===== src/hdl/spram.sv =====
// Single-port RAM with registered read and clock enable
`timescale 1ns/1ps

module spram #(
    parameter int aw = 8
) (
    input  logic          clk,
    input  logic          cen,
    input  logic          we,
    input  logic [aw-1:0] addr,
    input  logic [7:0]    data,
    output logic [7:0]    q
);

    logic [7:0] mem [0:(2**aw)-1];

    // Read returns the old contents during a write
    always_ff @(posedge clk) begin
        if (cen) begin
            if (we) begin
                mem[addr] <= data;
            end
            q <= mem[addr];
        end
    end

endmodule


===== config.mk =====
export PLATFORM = sky130hd
export DESIGN_NAME = spram
export DESIGN_NICKNAME = d
export VERILOG_FILES = /design/src/hdl/spram.sv
export SDC_FILE = /design/constraint.sdc
export NUM_CORES = 2
export LEC_CHECK = 0
export BUFFER_PORTS_ARGS = -buffer_cell sky130_fd_sc_hd__buf_2
export CAP_MARGIN = 20
export CORE_MARGIN = 1
export CORE_UTILIZATION = 49
export DETAILED_ROUTE_END_ITERATION = 6
export GPL_ROUTABILITY_DRIVEN = 1
export GPL_TIMING_DRIVEN = 1
export PLACE_DENSITY = 0.72
export SLEW_MARGIN = 10
export SYNTH_ARGS = -nofsm -noshare
export SYNTH_HDL_FRONTEND = slang
export SYNTH_SLANG_ARGS = --single-unit

===== constraint.sdc =====
create_clock -name clk -period 3 [get_ports clk]
set_input_delay 0.45 -clock clk [delete_from_list [all_inputs] [get_ports clk]]
set_output_delay 0.45 -clock clk [all_outputs]
set_load 0.05 [all_outputs]

==> results.sh <==
export IMPL_outcome="complete, no violations"
export IMPL_grt_max_degree=129
export IMPL_synth_edf_count=2056
export IMPL_grt_pass1_vias=39900
export IMPL_leakage_uw=0.0291
export IMPL_first_pass_iters=6
export IMPL_critPathCaptureType="flip-flop"
export IMPL_synth_top_area_share_pct=78.8
export IMPL_fp_coreArea_mm2=0.159
export IMPL_synth_seq_area_share_pct=78.8
export IMPL_arrival_ns=3.48
export IMPL_vias_per_cell=6.28
export IMPL_start_kind="flip-flop"
export IMPL_fill_cells=11000
export IMPL_worst_pin_slew_ns=0.921
export IMPL_nNetsFinal=4128
export IMPL_htreeDepth=4
export IMPL_die_w_um=402
export IMPL_path_delay_family="compound AO/OA/AOI/OAI gates"
export IMPL_clockRootBuffer="clkbuf_16"
export IMPL_slew_limit_headroom_pct=37.8
export IMPL_synth_top_area_cell="edfxtp_1"
export IMPL_first_iter_violations=5378
export IMPL_yosysWarnings=0
export IMPL_clk_pin_slew_ns=0.06
export IMPL_ys_ff_latch=2056
export IMPL_syn_avg_cell_area_um2=22.2
export IMPL_synth_cell_types=21
export IMPL_cts_setup_buffers=0
export IMPL_cts_buffer_depth=3
export IMPL_finalSetupViolCount=0
export IMPL_cts_buffers=195
export IMPL_max_vdd_ir_drop_v=0.000661
export IMPL_tns_ns=0
export IMPL_grt_antenna_before_repair=8
export IMPL_cpPeakStageDelay_ns=0.87
export IMPL_cts_tree="yes"
export IMPL_final_area_mm2=0.0918
export IMPL_layout_cells_non_filler=6340
export IMPL_grt_first_pass_wirelength_mm=275
export IMPL_netlist_top_cells_count="edfxtp_1, mux4_2, nor2_1"
export IMPL_hold_violations=0
export IMPL_clk_latency_ns=0.84
export IMPL_crit_type="flip-flop to flip-flop"
export IMPL_fin_hold_ws_ns=0.137
export IMPL_finalCritPeriodShare_pct=97.4
export IMPL_grt_overflow=0
export IMPL_hold_class="primary input to flip-flop"
export IMPL_dieArea_mm2=0.162
export IMPL_die_y_um=402
export IMPL_grt_usage_pct=23.6
export IMPL_placed_area_mm2=0.0855
export IMPL_globalplace_congestion=0.854
export IMPL_synth_area_top_cells="edfxtp_1, mux4_2, a22oi_1"
export IMPL_syn2layout_area_growth_pct=17.1
export IMPL_maxSlewViolCount=0
export IMPL_finalClockSkew_ns=0.0314
export IMPL_critPathSlowestCell="o41ai_1"
export IMPL_max_freq_mhz=342
export IMPL_synth_async_sr_flop_share_pct=0
export IMPL_dr_total_vias=39800
export IMPL_path_max_fanout=1
export IMPL_rsz0062_at_grt="false"
export IMPL_power_total_uw=58700
export IMPL_critPathBufInv=1
export IMPL_drc_errors=0
export IMPL_syn_nets=3544
export IMPL_cp_cell_sequence="mux4_2 > a22oi_1 > a21oi_1 > o41ai_1 > buf_4 > nand4_1"
export IMPL_synth_main_ff_cell="edfxtp_1"
export IMPL_wl_per_cell_um=30.0
export IMPL_routed_wl_mm=190
export IMPL_cts_sinks=2056
export IMPL_ios=27
export IMPL_dp_hpwl_mm=116
export IMPL_antenna_left=0
export IMPL_port_buffer_count=26
export IMPL_drive_gt1_share_pct=33.2
export IMPL_required_ns=3.56
export IMPL_num_rows=146
export IMPL_synthesis_area_mm2=0.0784
export IMPL_max_cap_violations=0
export IMPL_power_density_mw_per_mm2=640
export IMPL_fin_crit_ns=2.92
export IMPL_dp_cells=5983
export IMPL_syn_inst=3525
export IMPL_yosysMostFrequentCell="edfxtp_1"
export IMPL_floorplan_initialDensity_pct=49.4
cell usage in the layout, fill, tap and decap left out, drive strengths merged:
master	n
diode	4
nand3	4
or2	1
inv	5
nand2	30
and2	2
clkinvlp	8
o41ai	32
clkbuf	250
nand2b	2
edfxtp	2056
clkinv	78
bufinv	19
nor2b	6
nor3b	2
nor2	259
nor3	1
nand4	8
and4	1
buf	603
dlygate4sd3	1
a22oi	256
a21oi	128
mux4	512
power breakdown:
| group | switching, uW | internal, uW |
|---|---|---|
| Sequential | 29.4 | 31600 |
| Clock | 10400 | 13700 |
| Combinational | 1750 | 1130 |
path summary, 6_finish.rpt:
| kind | startpoint | endpoint | slack [ns] | cells past startpoint |
|---|---|---|---|---|
| max | mem[124][0] | q[0] | 0.08 | 6 |
| min | cen | q[5] | 0.14 | 1 |
| max reg2reg | mem[124][0] | q[0] | 0.08 | 6 |
| min reg2reg | mem[128][5] | q[5] | 1.07 | 5 |
cell type report:
| cell class | count | area [um^2] | share of cell area (%) |
|---|---|---|---|
| Clock inverter | 110 | 1110 | 1.21 |
| Tap cell | 2072 | 2590 | 2.83 |
| Clock buffer | 242 | 5120 | 5.58 |
| Multi-Input combinational cell | 1244 | 15700 | 17.1 |
| Timing Repair Buffer | 612 | 5470 | 5.96 |
| Antenna cell | 4 | 10.0 | 0.0109 |
| Sequential cell | 2056 | 61700 | 67.3 |
logic make-up after synthesis:
kind of cell           after synthesis  share of synthesized area [%]
AOI/OAI and AO/OA                  416                           3.63
DFF                               2056                           78.8
muxes                              512                           14.7
and+or+nand+nor                    316                           1.60
buffers and inverters              225                           1.27
per-stage QoR:
step	setup WS (ns)	util, %
2_1_floorplan	0.290	-
3_3_place_gp	-0.867	53.9
3_5_place_dp	-0.808	53.9
4_1_cts	0.0836	57.9
5_1_grt	0.102	57.9
6_report	0.0778	57.9
metal layers:
metal | track usage, % | share of wire (%) | vias to the layer above
li1 | - | - | 16200
met1 | 33.5 | 38 | 21000
met2 | 36.8 | 48 | 2314
met3 | 5.09 | 11 | 359
met4 | 7.72 | 3.1 | 12
met5 | 0 | 0.040 | -
timing repair:
item | in CTS | in global routing
setup endpoints to repair | 1 | 1
hold buffers | 1 | 0
gates resized for setup | 1 | 1
pin swaps | 0 | 0
endpoints found under the hold margin | 2 | 0
registers in the layout, summed over array words and instances, names as in the netlist:
signal,count
mem,2048
q,8
No activity file was read; power rests on OpenSTA's default activity.
