<file path="config.mk">
export PLATFORM = sky130hd
export DESIGN_NAME = mcu_seq
export DESIGN_NICKNAME = d
export VERILOG_FILES = /design/src/hdl/mcu_pkg.sv /design/src/hdl/mcu_seq.sv
export SDC_FILE = /design/constraint.sdc
export NUM_CORES = 1
export LEC_CHECK = 0
export ABC_AREA = 1
export BUFFER_PORTS_ARGS = -buffer_cell sky130_fd_sc_hd__buf_4
export CAP_MARGIN = 20
export CORE_ASPECT_RATIO = 0.7
export CORE_MARGIN = 2
export CORE_UTILIZATION = 60
export CTS_BUF_LIST = sky130_fd_sc_hd__clkbuf_4
export DETAILED_ROUTE_END_ITERATION = 16
export HOLD_SLACK_MARGIN = 0.03
export PLACE_DENSITY_LB_ADDON = 0.12
export REMOVE_ABC_BUFFERS = 1
export SLEW_MARGIN = 20
export SYNTH_ARGS = -nofsm -noshare
export SYNTH_HDL_FRONTEND = slang
export SYNTH_SLANG_ARGS = --single-unit
</file>
<file path="constraint.sdc">
create_clock -name clk -period 7.2 [get_ports clk]
set_input_delay 0.36 -clock clk [delete_from_list [all_inputs] [get_ports clk]]
set_output_delay 0.36 -clock clk [all_outputs]
set_load 0.03 [all_outputs]
</file>
<file path="src/hdl/mcu_pkg.sv">
// Memory map, opcodes, vectors and bus type shared by the MCU subsystem

package mcu_pkg;

    // Controller memory map
    // ROM where the top two address bits are 11
    localparam logic [15:0] rom_base    = 16'hC000;
    // Shared RAM where the top nibble is 8
    localparam logic [15:0] shared_base = 16'h8000;
    // Internal RAM, upper bound is exclusive
    localparam logic [15:0] iram_lo     = 16'h0040;
    localparam logic [15:0] iram_hi     = 16'h0140;
    // On-chip ports live below this address
    localparam logic [15:0] port_top    = 16'h0028;
    localparam logic [5:0]  port6_addr  = 6'h17;

    // Sequencer start and interrupt addresses
    localparam logic [15:0] reset_pc    = 16'hC000;
    localparam logic [15:0] nmi_vector  = 16'hFF00;

    // Instruction set
    // Two bytes: opcode, immediate
    localparam logic [7:0]  op_ldi      = 8'h86;
    // Three bytes: opcode, address low, address high
    localparam logic [7:0]  op_lda      = 8'hB6;
    localparam logic [7:0]  op_sta      = 8'hB7;
    localparam logic [7:0]  op_jmp      = 8'h7E;
    // One byte, any unknown opcode behaves the same
    localparam logic [7:0]  op_nop      = 8'h01;

    // Controller bus
    // Each access has an address phase with vma high,
    // followed by a data phase with vma low
    typedef struct packed {
        logic        vma;
        logic        rnw;
        logic [15:0] addr;
        logic [7:0]  wdata;
    } mcu_bus_t;

endpackage

</file>
<file path="src/hdl/mcu_seq.sv">
// Accumulator sequencer that fetches and runs instructions over the controller bus
`timescale 1ns/1ps

module mcu_seq import mcu_pkg::*; (
    input  logic       clk,
    input  logic       rst,
    input  logic       cen,
    input  logic       halt,
    input  logic       nmi,
    input  logic [7:0] rdata,
    output mcu_bus_t   bus
);

    typedef enum logic [2:0] {
        st_idle,
        st_fetch,
        st_op_lo,
        st_op_hi,
        st_exec
    } state_t;

    state_t      state;
    logic        dphase;
    logic        nmi_busy;
    logic [15:0] pc;
    logic [7:0]  acc;
    logic [7:0]  opcode;
    logic [7:0]  oper_lo;

    // state tells what the access in flight is for,
    // dphase tells which half of it we are in
    always_ff @(posedge clk or posedge rst) begin : fsm
        logic        boundary;
        logic        fetch;
        logic [15:0] pc_next;
        if (rst) begin
            state    <= st_idle;
            dphase   <= 1'b0;
            nmi_busy <= 1'b0;
            pc       <= reset_pc;
            acc      <= 8'h00;
            opcode   <= op_nop;
            oper_lo  <= 8'h00;
            bus      <= '{vma: 1'b0, rnw: 1'b1, addr: 16'h0000, wdata: 8'h00};
        end else begin
            boundary = 1'b0;
            fetch    = 1'b0;
            pc_next  = pc;
            // Served NMI is rearmed once the latch drops
            if (!nmi) begin
                nmi_busy <= 1'b0;
            end
            if (cen) begin
                if (state == st_idle) begin
                    boundary = 1'b1;
                end else if (!dphase) begin
                    // Address phase over, a write has just landed
                    dphase  <= 1'b1;
                    bus.vma <= 1'b0;
                    bus.rnw <= 1'b1;
                end else begin
                    // Data phase over, rdata is valid
                    dphase <= 1'b0;
                    case (state)
                        st_fetch: begin
                            opcode <= rdata;
                            if (rdata == op_ldi || rdata == op_lda ||
                                rdata == op_sta || rdata == op_jmp) begin
                                state <= st_op_lo;
                                fetch = 1'b1;
                            end else begin
                                boundary = 1'b1;
                            end
                        end
                        st_op_lo: begin
                            if (opcode == op_ldi) begin
                                acc <= rdata;
                                boundary = 1'b1;
                            end else begin
                                // Addresses come low byte first
                                oper_lo <= rdata;
                                state   <= st_op_hi;
                                fetch = 1'b1;
                            end
                        end
                        st_op_hi: begin
                            if (opcode == op_jmp) begin
                                pc_next  = {rdata, oper_lo};
                                boundary = 1'b1;
                            end else begin
                                state <= st_exec;
                                bus   <= '{vma: 1'b1, rnw: opcode != op_sta,
                                           addr: {rdata, oper_lo}, wdata: acc};
                            end
                        end
                        default: begin
                            if (opcode == op_lda) begin
                                acc <= rdata;
                            end
                            boundary = 1'b1;
                        end
                    endcase
                end
                if (boundary) begin
                    if (halt) begin
                        state <= st_idle;
                    end else begin
                        if (nmi && !nmi_busy) begin
                            nmi_busy <= 1'b1;
                            pc_next = nmi_vector;
                        end
                        state <= st_fetch;
                        fetch = 1'b1;
                    end
                end
                if (fetch) begin
                    bus <= '{vma: 1'b1, rnw: 1'b1, addr: pc_next, wdata: acc};
                    pc  <= pc_next + 16'd1;
                end else begin
                    pc <= pc_next;
                end
            end
        end
    end

    // Store data must not move while the ROM stretches the cycle
    assert property (@(posedge clk) disable iff (rst)
        bus.vma && !bus.rnw && !cen |=> $stable(bus.wdata))
    else $error("Store data changed during the address phase");

endmodule

</file>
==> run summary <==
The number of DRC markers in iteration 0 came out at 319. The area share of the largest cell type after synthesis came out at 0.426. Of the total synthesized cell area, the portion taken by AND, OR, NAND and NOR gates is 0.348. The count of distinct cell types in the synthesized netlist came out at 40. The pre-CTS setup slack is 4.35 ns. The H-tree was split into 3 levels. The fraction of synthesized area in multiplexers came out at 0. The core box area is 6280 um^2.

CTS placed an instance of sky130_fd_sc_hd__clkbuf_4 at the clock tree root. The number of input and output port buffers inserted came out at 38. The dominant combinational cell family by area after synthesis is simple AND/OR/NAND/NOR gates. The number of global-route vias before repair is 3286. The nature of the critical path endpoint is a register. Setup violations remaining at the end of the flow were counted as 0. For the worst-skew pair, the clock arrives at the later sink with an insertion delay of 0.44 ns. The number of failing hold endpoints at the final stage came out at 0.

Data on the critical path is required at its endpoint by 7.54 ns. The initial antenna violation count came to 0. The post-detailed-placement half-perimeter wirelength is 7070 um. The synthesized flop and latch total is 71.

The overall global routing resource usage came out at 0.296. The total global routing overflow came out at 0. In this run the critical register-to-register path is captured at pc[12]. The highest net fanout along the worst path came out at 19. After detailed routing, the number of remaining DRC violations is 0. The relative area change from synthesis to final layout came out at 10.8%. The fraction of layout instances using a drive strength above 1 came out at 0.189. Setup repair after global routing left no endpoint under its margin. The number of rows in the core area is 24. The net count of the finished layout came out at 559. After clock tree synthesis, the clock-pin slew on the worst setup and hold paths is 0.14 ns. The flow ran to the end, and the final reports show no timing, DRC or antenna violations. The proportion of synthesized chip area in sequential cells came out at 0.453. Of all flip-flops after synthesis, the portion carrying an async set or reset was 1.00. The number of gates resized after CTS is 0. The residual antenna-violating net count after detailed routing came out at 0. The maximum buffer depth of the clock tree came out at 2. Among all cell types in the netlist, the one instantiated most often is sky130_fd_sc_hd__nand2_1.

The setup slack on the worst flop-to-flop path is 4.23 ns. The CTS buffer count came out at 9. The portion of the clock cycle consumed by the worst path in the final layout came out at 0.413.

The total cell area at the placement stage came out at 4230 um^2. The first-pass detailed-route iteration total is 5. The number of flops mapped to enable cells by yosys is 0. The via count normalized by instance count came out at 5.69. Summing every instance area after synthesis gives 3930 um^2. The max capacitance violation total is 0. 39 I/O pins were placed. Subtracting the final worst setup slack from the clock period gives 2.97 ns. The logic depth of the worst register-to-register path came out at 17.

The final number of max-transition violations is 0. The floorplan step defined a die boundary enclosing 7230 um^2. The post-detailed-route wirelength per cell came out at 15.7 um.

The post-CTS setup buffer count came out at 0. Entering global routing, the biggest net connects 72 pins. The most critical setup path has its endpoint at pc[12]. The final setup TNS came out at 0 ns. By area the synthesized netlist is led by sky130_fd_sc_hd__dfrtp_1, sky130_fd_sc_hd__nand2_1, sky130_fd_sc_hd__o21ai_0. The most area-hungry cell type in the Yosys netlist is sky130_fd_sc_hd__dfrtp_1. Of the total synthesized cell area, the portion taken by XOR and XNOR cells is 0.0134. The normalized max-slew margin is 0.401.

The final instance area came out at 4360 um^2. The share of the core filled with cells in the final layout came out at 0.695. The detailed-route wire length came out at 9890 um. Hold is met by 0.133 ns. For this run, the leading register cell type out of synthesis is sky130_fd_sc_hd__dfrtp_1. The placer congestion estimate is 0.919.

The fraction of the mapped netlist area in compound gates came out at 0.116. The cts-stage hold buffer count is 0. Synthesis produced 511 cells. The initial utilization of the core area, before any placement, comes to 0.627. The class of the most critical hold timing path is input pin to register. The critical path arrival came out at 3.32 ns.

0 antenna diodes ended up in the layout. The leakage power summed over all cells is 2.14 nW. The worst-case setup margin in the final layout is 4.23 ns. The average footprint of a synthesized cell came out at 7.70 um^2. The number of fill cells in the layout is 529. TritonCTS built the clock tree. The startpoint identified for the worst register-to-register timing path is opcode[5]. The die span in x is 101 um.

The post-synthesis share of cell area spent on full adders, half adders and majority gates is 0.00318. The global-route wire length before repair came out at 16300 um. The total number of yosys warnings came out at 0. Derived from the worst setup path, the maximum achievable clock frequency is 337 MHz.

The clock tree skew after final layout came out at 0.0136 ns. At the pin with the least slew margin, the transition time is 0.899 ns. After synthesis, the most frequently instantiated cells are sky130_fd_sc_hd__nand2_1, sky130_fd_sc_hd__dfrtp_1, sky130_fd_sc_hd__o21ai_0. The startpoint type of the worst setup path is a register. The routed layout has 3574 vias.

The total clock sinks is 71. The die span in y came out at 71.7 um. The class of the most critical setup path is register to register. The power per cell area came out at 401 nW/um^2.

Across the VDD grid, the largest voltage drop is 0.246 mV. The startpoint of the most critical setup path is opcode[5].
[logic make-up (layout without fill, tap and decap cells)]
logic type / after synthesis / in the layout
AND/OR/NAND/NOR: 290 / 290
AO/OA/AOI/OAI: 85 / 85
flip-flops: 71 / 71
buffers and inverters: 58 / 97
XOR/XNOR: 6 / 6
adder cells (fa/ha/maj): 1 / 1
[power breakdown]
group	leakage, nW	internal (mW)	switching (mW)	total [mW]
Clock	0.0659	0.0779	0.171	0.249
Combinational	1.18	0.266	0.597	0.863
Sequential	0.900	0.533	0.104	0.638
Total	2.14	0.877	0.872	1.75
[layout by cell type (no fill, tap or decap), types with 4 or more instances in the layout]
cell type / Yosys / layout
sky130_fd_sc_hd__nand2_1: 183 / 183
sky130_fd_sc_hd__dfrtp_1: 67 / 67
sky130_fd_sc_hd__o21ai_0: 46 / 46
sky130_fd_sc_hd__buf_4: 2 / 39
sky130_fd_sc_hd__nor2_1: 38 / 38
sky130_fd_sc_hd__inv_1: 31 / 30
sky130_fd_sc_hd__nand3_1: 26 / 26
sky130_fd_sc_hd__o21ai_1: 13 / 13
sky130_fd_sc_hd__a31oi_1: 12 / 12
sky130_fd_sc_hd__clkbuf_4: 0 / 9
sky130_fd_sc_hd__a21oi_1: 8 / 8
sky130_fd_sc_hd__inv_2: 7 / 8
sky130_fd_sc_hd__nand3_2: 8 / 8
sky130_fd_sc_hd__xor2_1: 6 / 6
sky130_fd_sc_hd__nor2_2: 5 / 5
sky130_fd_sc_hd__nand2_4: 5 / 5
sky130_fd_sc_hd__nor3_1: 5 / 5
sky130_fd_sc_hd__nand4_1: 4 / 4
sky130_fd_sc_hd__dfstp_2: 4 / 4
sky130_fd_sc_hd__inv_6: 0 / 4
[critical path, stage by stage, from the launching register on]
cell	delay, ns
sky130_fd_sc_hd__dfrtp_1	0.40
sky130_fd_sc_hd__nand2_1	0.12
sky130_fd_sc_hd__inv_1	0.10
sky130_fd_sc_hd__nand3_2	0.09
sky130_fd_sc_hd__nor2_4	0.19
sky130_fd_sc_hd__nand3_4	0.24
sky130_fd_sc_hd__clkinv_2	0.20
sky130_fd_sc_hd__nand2_1	0.07
sky130_fd_sc_hd__nand2_1	0.08
sky130_fd_sc_hd__a21boi_0	0.42
sky130_fd_sc_hd__ha_1	0.29
sky130_fd_sc_hd__nand2_4	0.08
sky130_fd_sc_hd__nor2_4	0.11
sky130_fd_sc_hd__nand2_2	0.10
sky130_fd_sc_hd__nor2_4	0.15
sky130_fd_sc_hd__nand3_1	0.09
sky130_fd_sc_hd__nand3_1	0.09
sky130_fd_sc_hd__nand2_1	0.05
[layer usage]
layer | up-vias | GRT usage | part of all wire
met1 | 1640 | 0.435 | 0.48
met3 | 29 | 0.0673 | 0.080
met5 | - | 0 | 0
li1 | 1719 | - | -
met4 | 0 | 0.125 | 0.025
met2 | 186 | 0.424 | 0.42
[stage by stage]
step                std cells  total power [mW]
floorplan                 495              1.25
global placement          612              1.48
detailed placement        612              1.49
CTS                       628              1.74
global route              628              1.87
finish                    628              1.75
[worst min path at each step]
| stage | from | end | slack [ns] | cells after the start |
|---|---|---|---|---|
| after floorplan | acc[0] | bus[0] | 0.44 | 2 |
| after global routing | nmi | nmi_busy | 0.13 | 2 |
| after global placement | pc[14] | pc[14] | 0.46 | 2 |
| after CTS | nmi | nmi_busy | 0.13 | 2 |
| final | nmi | nmi_busy | 0.13 | 2 |
| after detailed placement | acc[5] | bus[5] | 0.46 | 2 |
[area by class of cell]
type,count,area (um^2),share of cell area
timing repair buffer,39,293,0.0672
inverter,42,166,0.0382
clock buffer,9,67.6,0.0155
sequential,71,1780,0.409
clock inverter,7,61.3,0.0141
tap,78,97.6,0.0224
multi-input combinational,382,1890,0.434
[registers in the layout, summed over array words and instances (netlist names)]
name      count
acc           8
bus          26
dphase        1
nmi_busy      1
opcode        8
oper_lo       8
pc           16
state         3
Power figures use the tool's default switching activity.
