**src/hdl/mcu_pkg.sv**
```systemverilog
// Memory map, opcodes, vectors and bus type shared by the MCU subsystem

package mcu_pkg;

    // Controller memory map
    // ROM where the top two address bits are 11
    localparam logic [15:0] rom_base    = 16'hC000;
    // Shared RAM where the top nibble is 8
    localparam logic [15:0] shared_base = 16'h8000;
    // Internal RAM, upper bound is exclusive
    localparam logic [15:0] iram_lo     = 16'h0040;
    localparam logic [15:0] iram_hi     = 16'h0140;
    // On-chip ports live below this address
    localparam logic [15:0] port_top    = 16'h0028;
    localparam logic [5:0]  port6_addr  = 6'h17;

    // Sequencer start and interrupt addresses
    localparam logic [15:0] reset_pc    = 16'hC000;
    localparam logic [15:0] nmi_vector  = 16'hFF00;

    // Instruction set
    // Two bytes: opcode, immediate
    localparam logic [7:0]  op_ldi      = 8'h86;
    // Three bytes: opcode, address low, address high
    localparam logic [7:0]  op_lda      = 8'hB6;
    localparam logic [7:0]  op_sta      = 8'hB7;
    localparam logic [7:0]  op_jmp      = 8'h7E;
    // One byte, any unknown opcode behaves the same
    localparam logic [7:0]  op_nop      = 8'h01;

    // Controller bus
    // Each access has an address phase with vma high,
    // followed by a data phase with vma low
    typedef struct packed {
        logic        vma;
        logic        rnw;
        logic [15:0] addr;
        logic [7:0]  wdata;
    } mcu_bus_t;

endpackage

```
**src/hdl/mcu_ports.sv**
```systemverilog
// Port 6 output register and the NMI latch of the controller
`timescale 1ns/1ps

module mcu_ports import mcu_pkg::*; (
    input  logic       clk,
    input  logic       rst,
    input  logic       port_we,
    input  logic [5:0] port_addr,
    input  logic [7:0] wdata,
    input  logic       nmi_set,
    output logic       irq_main,
    output logic       nmi
);

    logic [7:0] port6;
    logic       nmi_set_d;
    logic       nmi_clr;

    // Bit 1 interrupts the main CPU, bit 0 low holds the NMI cleared
    assign irq_main = port6[1];
    assign nmi_clr  = ~port6[0];

    // Only port 6 is implemented
    always_ff @(posedge clk or posedge rst) begin
        if (rst) begin
            port6 <= 8'h00;
        end else if (port_we && port_addr == port6_addr) begin
            port6 <= wdata;
        end
    end

    // Set on a rising edge of nmi_set, clear wins
    always_ff @(posedge clk or posedge rst) begin
        if (rst) begin
            nmi_set_d <= 1'b0;
            nmi       <= 1'b0;
        end else begin
            nmi_set_d <= nmi_set;
            if (nmi_clr) begin
                nmi <= 1'b0;
            end else if (nmi_set && !nmi_set_d) begin
                nmi <= 1'b1;
            end
        end
    end

    assert property (@(posedge clk) disable iff (rst)
        nmi_clr |=> !nmi)
    else $error("NMI latch set while port 6 holds it clear");

endmodule

```
**config.mk**
```make
export PLATFORM = sky130hd
export DESIGN_NAME = mcu_ports
export DESIGN_NICKNAME = d
export VERILOG_FILES = /design/src/hdl/mcu_pkg.sv /design/src/hdl/mcu_ports.sv
export SDC_FILE = /design/constraint.sdc
export NUM_CORES = 1
export LEC_CHECK = 0
export BUFFER_PORTS_ARGS = -buffer_cell sky130_fd_sc_hd__buf_2
export CORE_AREA = 10 10 47 49
export DETAILED_ROUTE_END_ITERATION = 8
export DIE_AREA = 0 0 57 59
export GPL_TIMING_DRIVEN = 0
export HOLD_SLACK_MARGIN = 0.15
export SLEW_MARGIN = 25
export SYNTH_ARGS = -nofsm -noshare
export SYNTH_HDL_FRONTEND = slang
export SYNTH_SLANG_ARGS = --single-unit
```
**constraint.sdc**
```tcl
create_clock -name clk -period 0.9 [get_ports clk]
set_input_delay 0.18 -clock clk [delete_from_list [all_inputs] [get_ports clk]]
set_output_delay 0.18 -clock clk [all_outputs]
set_load 0.005 [all_outputs]
```
==> results of run 1 <==
-- through the flow --
step | util | hold slack, ns | instances | instance area [um2] | setup WS, ns
after detailed placement | 0.177 | 0.0735 | 41 | 248 | -0.266
after global routing | 0.232 | 0.181 | 48 | 325 | -0.0871
after CTS | 0.218 | 0.167 | 48 | 305 | -0.0206
after global placement | 0.177 | 0.0672 | 41 | 248 | -0.267
after floorplan | - | -0.0539 | 12 | 163 | -0.103
final | 0.232 | 0.187 | 48 | 325 | -0.0380
-- power groups by stage --
| stage | combinational, mW | sequential (mW) | clock (mW) |
|---|---|---|---|
| detailed placement | 0.0578 | 0.207 | 0 |
| finish | 0.0879 | 0.204 | 0.221 |
| global route | 0.0966 | 0.206 | 0.248 |
| floorplan | 0.0203 | 0.207 | 0 |
| global placement | 0.0565 | 0.206 | 0 |
| CTS | 0.0766 | 0.204 | 0.238 |
-- worst max-delay path by stage --
stage                               from              endpoint  slack (ns)
finish                      port_addr[5]  port6[0]$_DFFE_PP0P_       -0.04
global route                port_addr[5]  port6[0]$_DFFE_PP0P_       -0.09
CTS                 port6[1]$_DFFE_PP0P_              irq_main       -0.02
detailed placement          port_addr[5]  port6[0]$_DFFE_PP0P_       -0.27
global placement            port_addr[5]  port6[0]$_DFFE_PP0P_       -0.27
floorplan                   port_addr[5]  port6[0]$_DFFE_PP0P_       -0.10
-- synth_stat cells, drive strengths merged --
| master | count |
|---|---|
| inv | 1 |
| mux2 | 2 |
| nand2 | 1 |
| nand4b | 1 |
| dfrtp | 4 |
| nor2b | 1 |
| o21a | 1 |
| nor3 | 1 |
-- flip-flops by register name (all words and copies together), names as in the netlist --
name       flops
port6          2
nmi_set_d      1
nmi            1
-- per-layer routing --
metal  GRT usage  wire length (um)  up-vias
met5           0                 0        -
met4      0.0101                 0        0
met3      0.0601               149        0
met2      0.0264               134       18
met1      0.0396               278       67
li1            -                 -       82
-- layout make-up --
| cell class | instances | area, um2 | share of cell area |
|---|---|---|---|
| clock buffers | 3 | 22.5 | 0.0692 |
| inverters | 1 | 3.75 | 0.0115 |
| multi-input cells | 7 | 72.6 | 0.223 |
| flip-flops and latches | 4 | 100 | 0.308 |
| well taps | 16 | 20.0 | 0.0615 |
| repair buffers | 17 | 106 | 0.327 |
-- cell families (layout without fill, tap and decap cells) --
family | count (synthesis) | count (layout) | share of synthesized area
AOI/OAI and AO/OA | 1 | 1 | 0.0462
and+or+nand+nor | 4 | 4 | 0.177
muxes | 2 | 2 | 0.138
DFF | 4 | 4 | 0.615
buffers and inverters | 1 | 21 | 0.0231
-- repair_timing --
item | 4_1_cts | 5_1_grt
pin swaps | 0 | 1
hold buffers | 2 | 0
setup buffers | 2 | 0
setup endpoints to repair | 4 | 4
gates resized for setup | 0 | 4
hold endpoints to repair | 5 | 0
-- worst reg2reg max path, stage by stage (launching register included) --
cell and delay (ns):
dfrtp_1 0.36, buf_4 0.13, mux2_4 0.26
==> metrics.txt, run 1 <==
run status=finished, violations left; failing checks=setup timing; synthesis-to-layout area growth=100%; RSZ-0062 raised after global routing=true; largest net degree at the start of global routing=5; clock network fraction of total power=0.431; Top Ports=20; Yosys cell types=8; Clock Tree Root=clkbuf_4; startpoint types=input port; CTS tree=built; WL/cell=11.7 um; setup_tns=-0.0763 ns; Worst Hold Class=in -> reg; total vias in the final route=167; endpoints failing hold=0; hold path endpoint=port6[0]$_DFFE_PP0P_; Comb pwr share=0.171; row count=14; top achievable clock speed=1070 MHz; gr ovfl total=0; Net Sw Power=0.107 mW; Int Pwr=0.406 mW; leakage power total=0.174 nW; Hold Crit Start=wdata[0]; worst setup margin=-0.0380 ns; Top Family by Delay on Critical Path=simple AND/OR/NAND/NOR gates; DR pass1 iterations=2; Clk pin slew, worst setup/hold paths=0.04 ns; GRT Util Overall=0.0351; peak supply drop=0.620 mV; core outline area=1400 um2; Crit Reg-Reg Endpoint=port6[1]$_DFFE_PP0P_; antenna violations before repair=0; cells after synthesis=12; Sw Share=0.208; fin nets=52; first-pass GRT wire length=834 um; max-cap viol count=0; DRC marker count from the first detailed-route iteration=4; I/O Buffers=13; CP max FO=2; Flop pwr share=0.398; filler instances=157; Crit. End Element=flip-flop; initial core utilization=0.116; Synthesis Warnings=0; Via density=3.48; DRC=0; Worst R2R Setup Slack=0.04 ns; Die W=57 um; number of cells on the critical path=4; vias in the first global route=184; Cell Pwr Density=1580 nW/um2; actual slew at the worst max-slew pin=0.201 ns; Critical Path AT=1.05 ns; crit path kind=in -> reg; total CTS buffers=3; Synth Register Bits=4; post-synthesis sequential area ratio=0.615; ranking of synthesized cells by area=dfrtp_1 62%, mux2_2 14%, nor3_2 6.2%; syn nets=30; gpl congestion=0.655; Final period util=1.04; number of antenna diodes=0; Pwr Total=0.513 mW; setup violators final=4; slowest cell delay on critical path=0.32 ns; Worst EP required=1.01 ns; Mapped Area=163 um2; clk buf depth=2; clk_lat worst skew=0.23 ns; layout cell share with drive strength beyond 1=0.656; Yosys top cell by area=dfrtp_1; Final Max Tran Viols=0; Hold Crit Depth=2; slowest stage cell, crit path=mux2_4; post-synth top area share=0.615; chip height=59 um; commonest non-fill, non-tap cells in the layout=12 x buf_2, 4 x dfrtp_1, 3 x clkbuf_4; H-tree depth=1; fin crit period=0.938 ns; Antenna Nets Post-Route=0; cell chain of the critical path=buf_6 -> nand4b_1 -> nor3_4 -> mux2_4; commonest non-fill, non-tap cell in the layout=buf_2; WP buf/inv=1; die area=3360 um2; average size of a mapped cell=13.6 um2; slew margin rel.=0.865; drt total wl=562 um; Clock Sinks=4; Critical R2R Launch=port6[1]$_DFFE_PP0P_; clock skew=0.000538 ns; r2r worst-path depth=2
Power figures use the tool's default switching activity.
==> inputs of run 2 (changes only) <==
--- a/config.mk
+++ b/config.mk
@@ -11,7 +11,9 @@
 export DIE_AREA = 0 0 57 59
 export GPL_TIMING_DRIVEN = 0
 export HOLD_SLACK_MARGIN = 0.15
+export PLACE_DENSITY = 0.44
 export SLEW_MARGIN = 25
 export SYNTH_ARGS = -nofsm -noshare
 export SYNTH_HDL_FRONTEND = slang
 export SYNTH_SLANG_ARGS = --single-unit
+export TNS_END_PERCENT = 30
==> metrics.txt, run 2 (same netlist as run 1, synthesis figures left out) <==
run status=finished, violations left (unchanged); failing checks=setup timing (unchanged); Via density=3.72 (was 3.48); vias in the first global route=199 (was 184); clock network fraction of total power=0.436 (was 0.431); RSZ-0062 raised after global routing=true (unchanged); GRT Util Overall=0.0390 (was 0.0351); CTS tree=built (unchanged); layout cell share with drive strength beyond 1=0.633 (was 0.656); Top Ports=20 (unchanged); number of cells on the critical path=4 (unchanged); Int Pwr=0.397 mW (was 0.406 mW); Cell Pwr Density=1600 nW/um2 (was 1580 nW/um2); antenna violations before repair=0 (unchanged); clk_lat worst skew=0.23 ns (about the same); core outline area=1400 um2 (unchanged); slowest stage cell, crit path=mux2_4 (unchanged); cell chain of the critical path=buf_6 -> nand4b_1 -> nor3_4 -> mux2_4 (unchanged); Antenna Nets Post-Route=0 (unchanged); DR pass1 iterations=1 (was 2); largest net degree at the start of global routing=5 (unchanged); die area=3360 um2 (unchanged); commonest non-fill, non-tap cell in the layout=buf_2 (unchanged); Top Family by Delay on Critical Path=simple AND/OR/NAND/NOR gates (unchanged); fin nets=50 (was 52); top achievable clock speed=1050 MHz (was 1070 MHz); WP buf/inv=1 (unchanged); gr ovfl total=0 (unchanged); peak supply drop=0.619 mV (was 0.620 mV); chip height=59 um (unchanged); Die W=57 um (unchanged); Net Sw Power=0.101 mW (was 0.107 mW); DRC=0 (unchanged); Flop pwr share=0.411 (was 0.398); largest registers=port6 x2, nmi x1, nmi_set_d x1 (unchanged); clk buf depth=2 (unchanged); CP Launch Point=port_addr[5] (unchanged); clock skew=0.000964 ns (was 0.000538 ns); row count=14 (unchanged); commonest non-fill, non-tap cells in the layout=12 x buf_2, 4 x dfrtp_1, 3 x clkbuf_4 (unchanged); I/O Buffers=13 (unchanged); H-tree depth=1 (unchanged); Crit. End Element=flip-flop (unchanged); actual slew at the worst max-slew pin=0.205 ns (was 0.201 ns); CP max FO=2 (unchanged); setup violators final=3 (was 4); Final period util=1.06 (was 1.04); Final Max Tran Viols=0 (unchanged); Clock Tree Root=clkbuf_4 (unchanged); Comb pwr share=0.154 (was 0.171); Pwr Total=0.497 mW (was 0.513 mW); Hold WS=0.191 ns (was 0.187 ns); total vias in the final route=171 (was 167); dpl hpwl=467 um; Biggest register=port6 (unchanged); WL/cell=12.3 um (was 11.7 um); crit path kind=in -> reg (unchanged); slew margin rel.=0.863 (was 0.865); endpoints failing hold=0 (unchanged); fin crit period=0.950 ns (was 0.938 ns); startpoint types=input port (unchanged); DRC marker count from the first detailed-route iteration=0 (was 4); Worst Hold Class=in -> reg (unchanged); DP Worst Slack=-0.284 ns (was -0.266 ns); Clk pin slew, worst setup/hold paths=0.04 ns (about the same); first-pass GRT wire length=931 um (was 834 um); total CTS buffers=3 (unchanged); Critical Path AT=1.06 ns (was 1.05 ns); leakage power total=0.163 nW (was 0.174 nW); synthesis-to-layout area growth=90.8% (was 100%); max reg flops=2 (unchanged); max-cap viol count=0 (unchanged); Clock Sinks=4 (unchanged); postcts setup bufs=0 (was 2); Critical R2R Launch=port6[0]$_DFFE_PP0P_ (was port6[1]$_DFFE_PP0P_); Crit Reg-Reg Endpoint=port6[0]$_DFFE_PP0P_ (was port6[1]$_DFFE_PP0P_); number of antenna diodes=0 (unchanged); Worst EP required=1.01 ns (about the same); drt total wl=566 um (was 562 um); slowest cell delay on critical path=0.32 ns (about the same); r2r worst-path depth=1 (was 2); Setup crit end=port6[0]$_DFFE_PP0P_ (unchanged); worst setup margin=-0.0500 ns (was -0.0380 ns); initial core utilization=0.116 (unchanged); Worst R2R Setup Slack=0.15 ns (was 0.04 ns); gpl congestion=0.701 (was 0.655); Sw Share=0.202 (was 0.208)
run 2: changes by cell type in the layout (fill, tap and decap cells not counted):
cell | before | now
buf_4 | 2 | 0
run 2: cell type report:
type / instances / area, um2
Fill cell: 164 / 1090
Sequential cell: 4 / 100
Timing Repair Buffer: 15 / 91.3
Multi-Input combinational cell: 7 / 72.6
Clock buffer: 3 / 22.5
Tap cell: 16 / 20.0
Inverter: 1 / 3.75
run 2: how the worst min path moves through the flow:
stage	startpoint	end	slack, ns	cells past startpoint
floorplan	rst	nmi$_DFFE_PP0P_	-0.05	1
global placement	rst	port6[1]$_DFFE_PP0P_	0.07	2
global route	wdata[0]	port6[0]$_DFFE_PP0P_	0.19	2
detailed placement	rst	port6[1]$_DFFE_PP0P_	0.07	2
finish	wdata[1]	port6[1]$_DFFE_PP0P_	0.19	2
CTS	wdata[0]	port6[0]$_DFFE_PP0P_	0.19	2
run 2: routing by layer:
layer	wire, um	GRT usage	vias to the layer above	part of all wire
met5	0	0	-	0
met4	0	0.0101	0	0
met3	146	0.0601	0	0.26
met2	130	0.0279	22	0.23
met1	290	0.0490	71	0.51
li1	-	-	78	-
run 2: metrics by stage:
step | TNS (ns) | utilization | instance area, um2 | cells
finish | -0.120 | 0.221 | 310 | 46
global route | -0.224 | 0.221 | 310 | 46
CTS | -0.108 | 0.207 | 290 | 46
detailed placement | -0.564 | 0.177 | 248 | 41
global placement | -0.531 | 0.177 | 248 | 41
floorplan | -0.207 | - | 163 | 12
run 2: power by group through the flow:
stage	combinational [mW]	sequential [mW]	clock, mW
2_1_floorplan	0.0203	0.207	0
3_3_place_gp	0.0581	0.206	0
3_5_place_dp	0.0580	0.206	0
4_1_cts	0.0651	0.204	0.227
5_1_grt	0.0854	0.207	0.246
6_report	0.0764	0.204	0.217
run 2: what timing repair did:
item,in CTS,in global routing
gates resized for setup,0,4
hold buffers,2,0
setup endpoints to repair,4,4
pin swaps,0,1
endpoints found under the hold margin,5,0
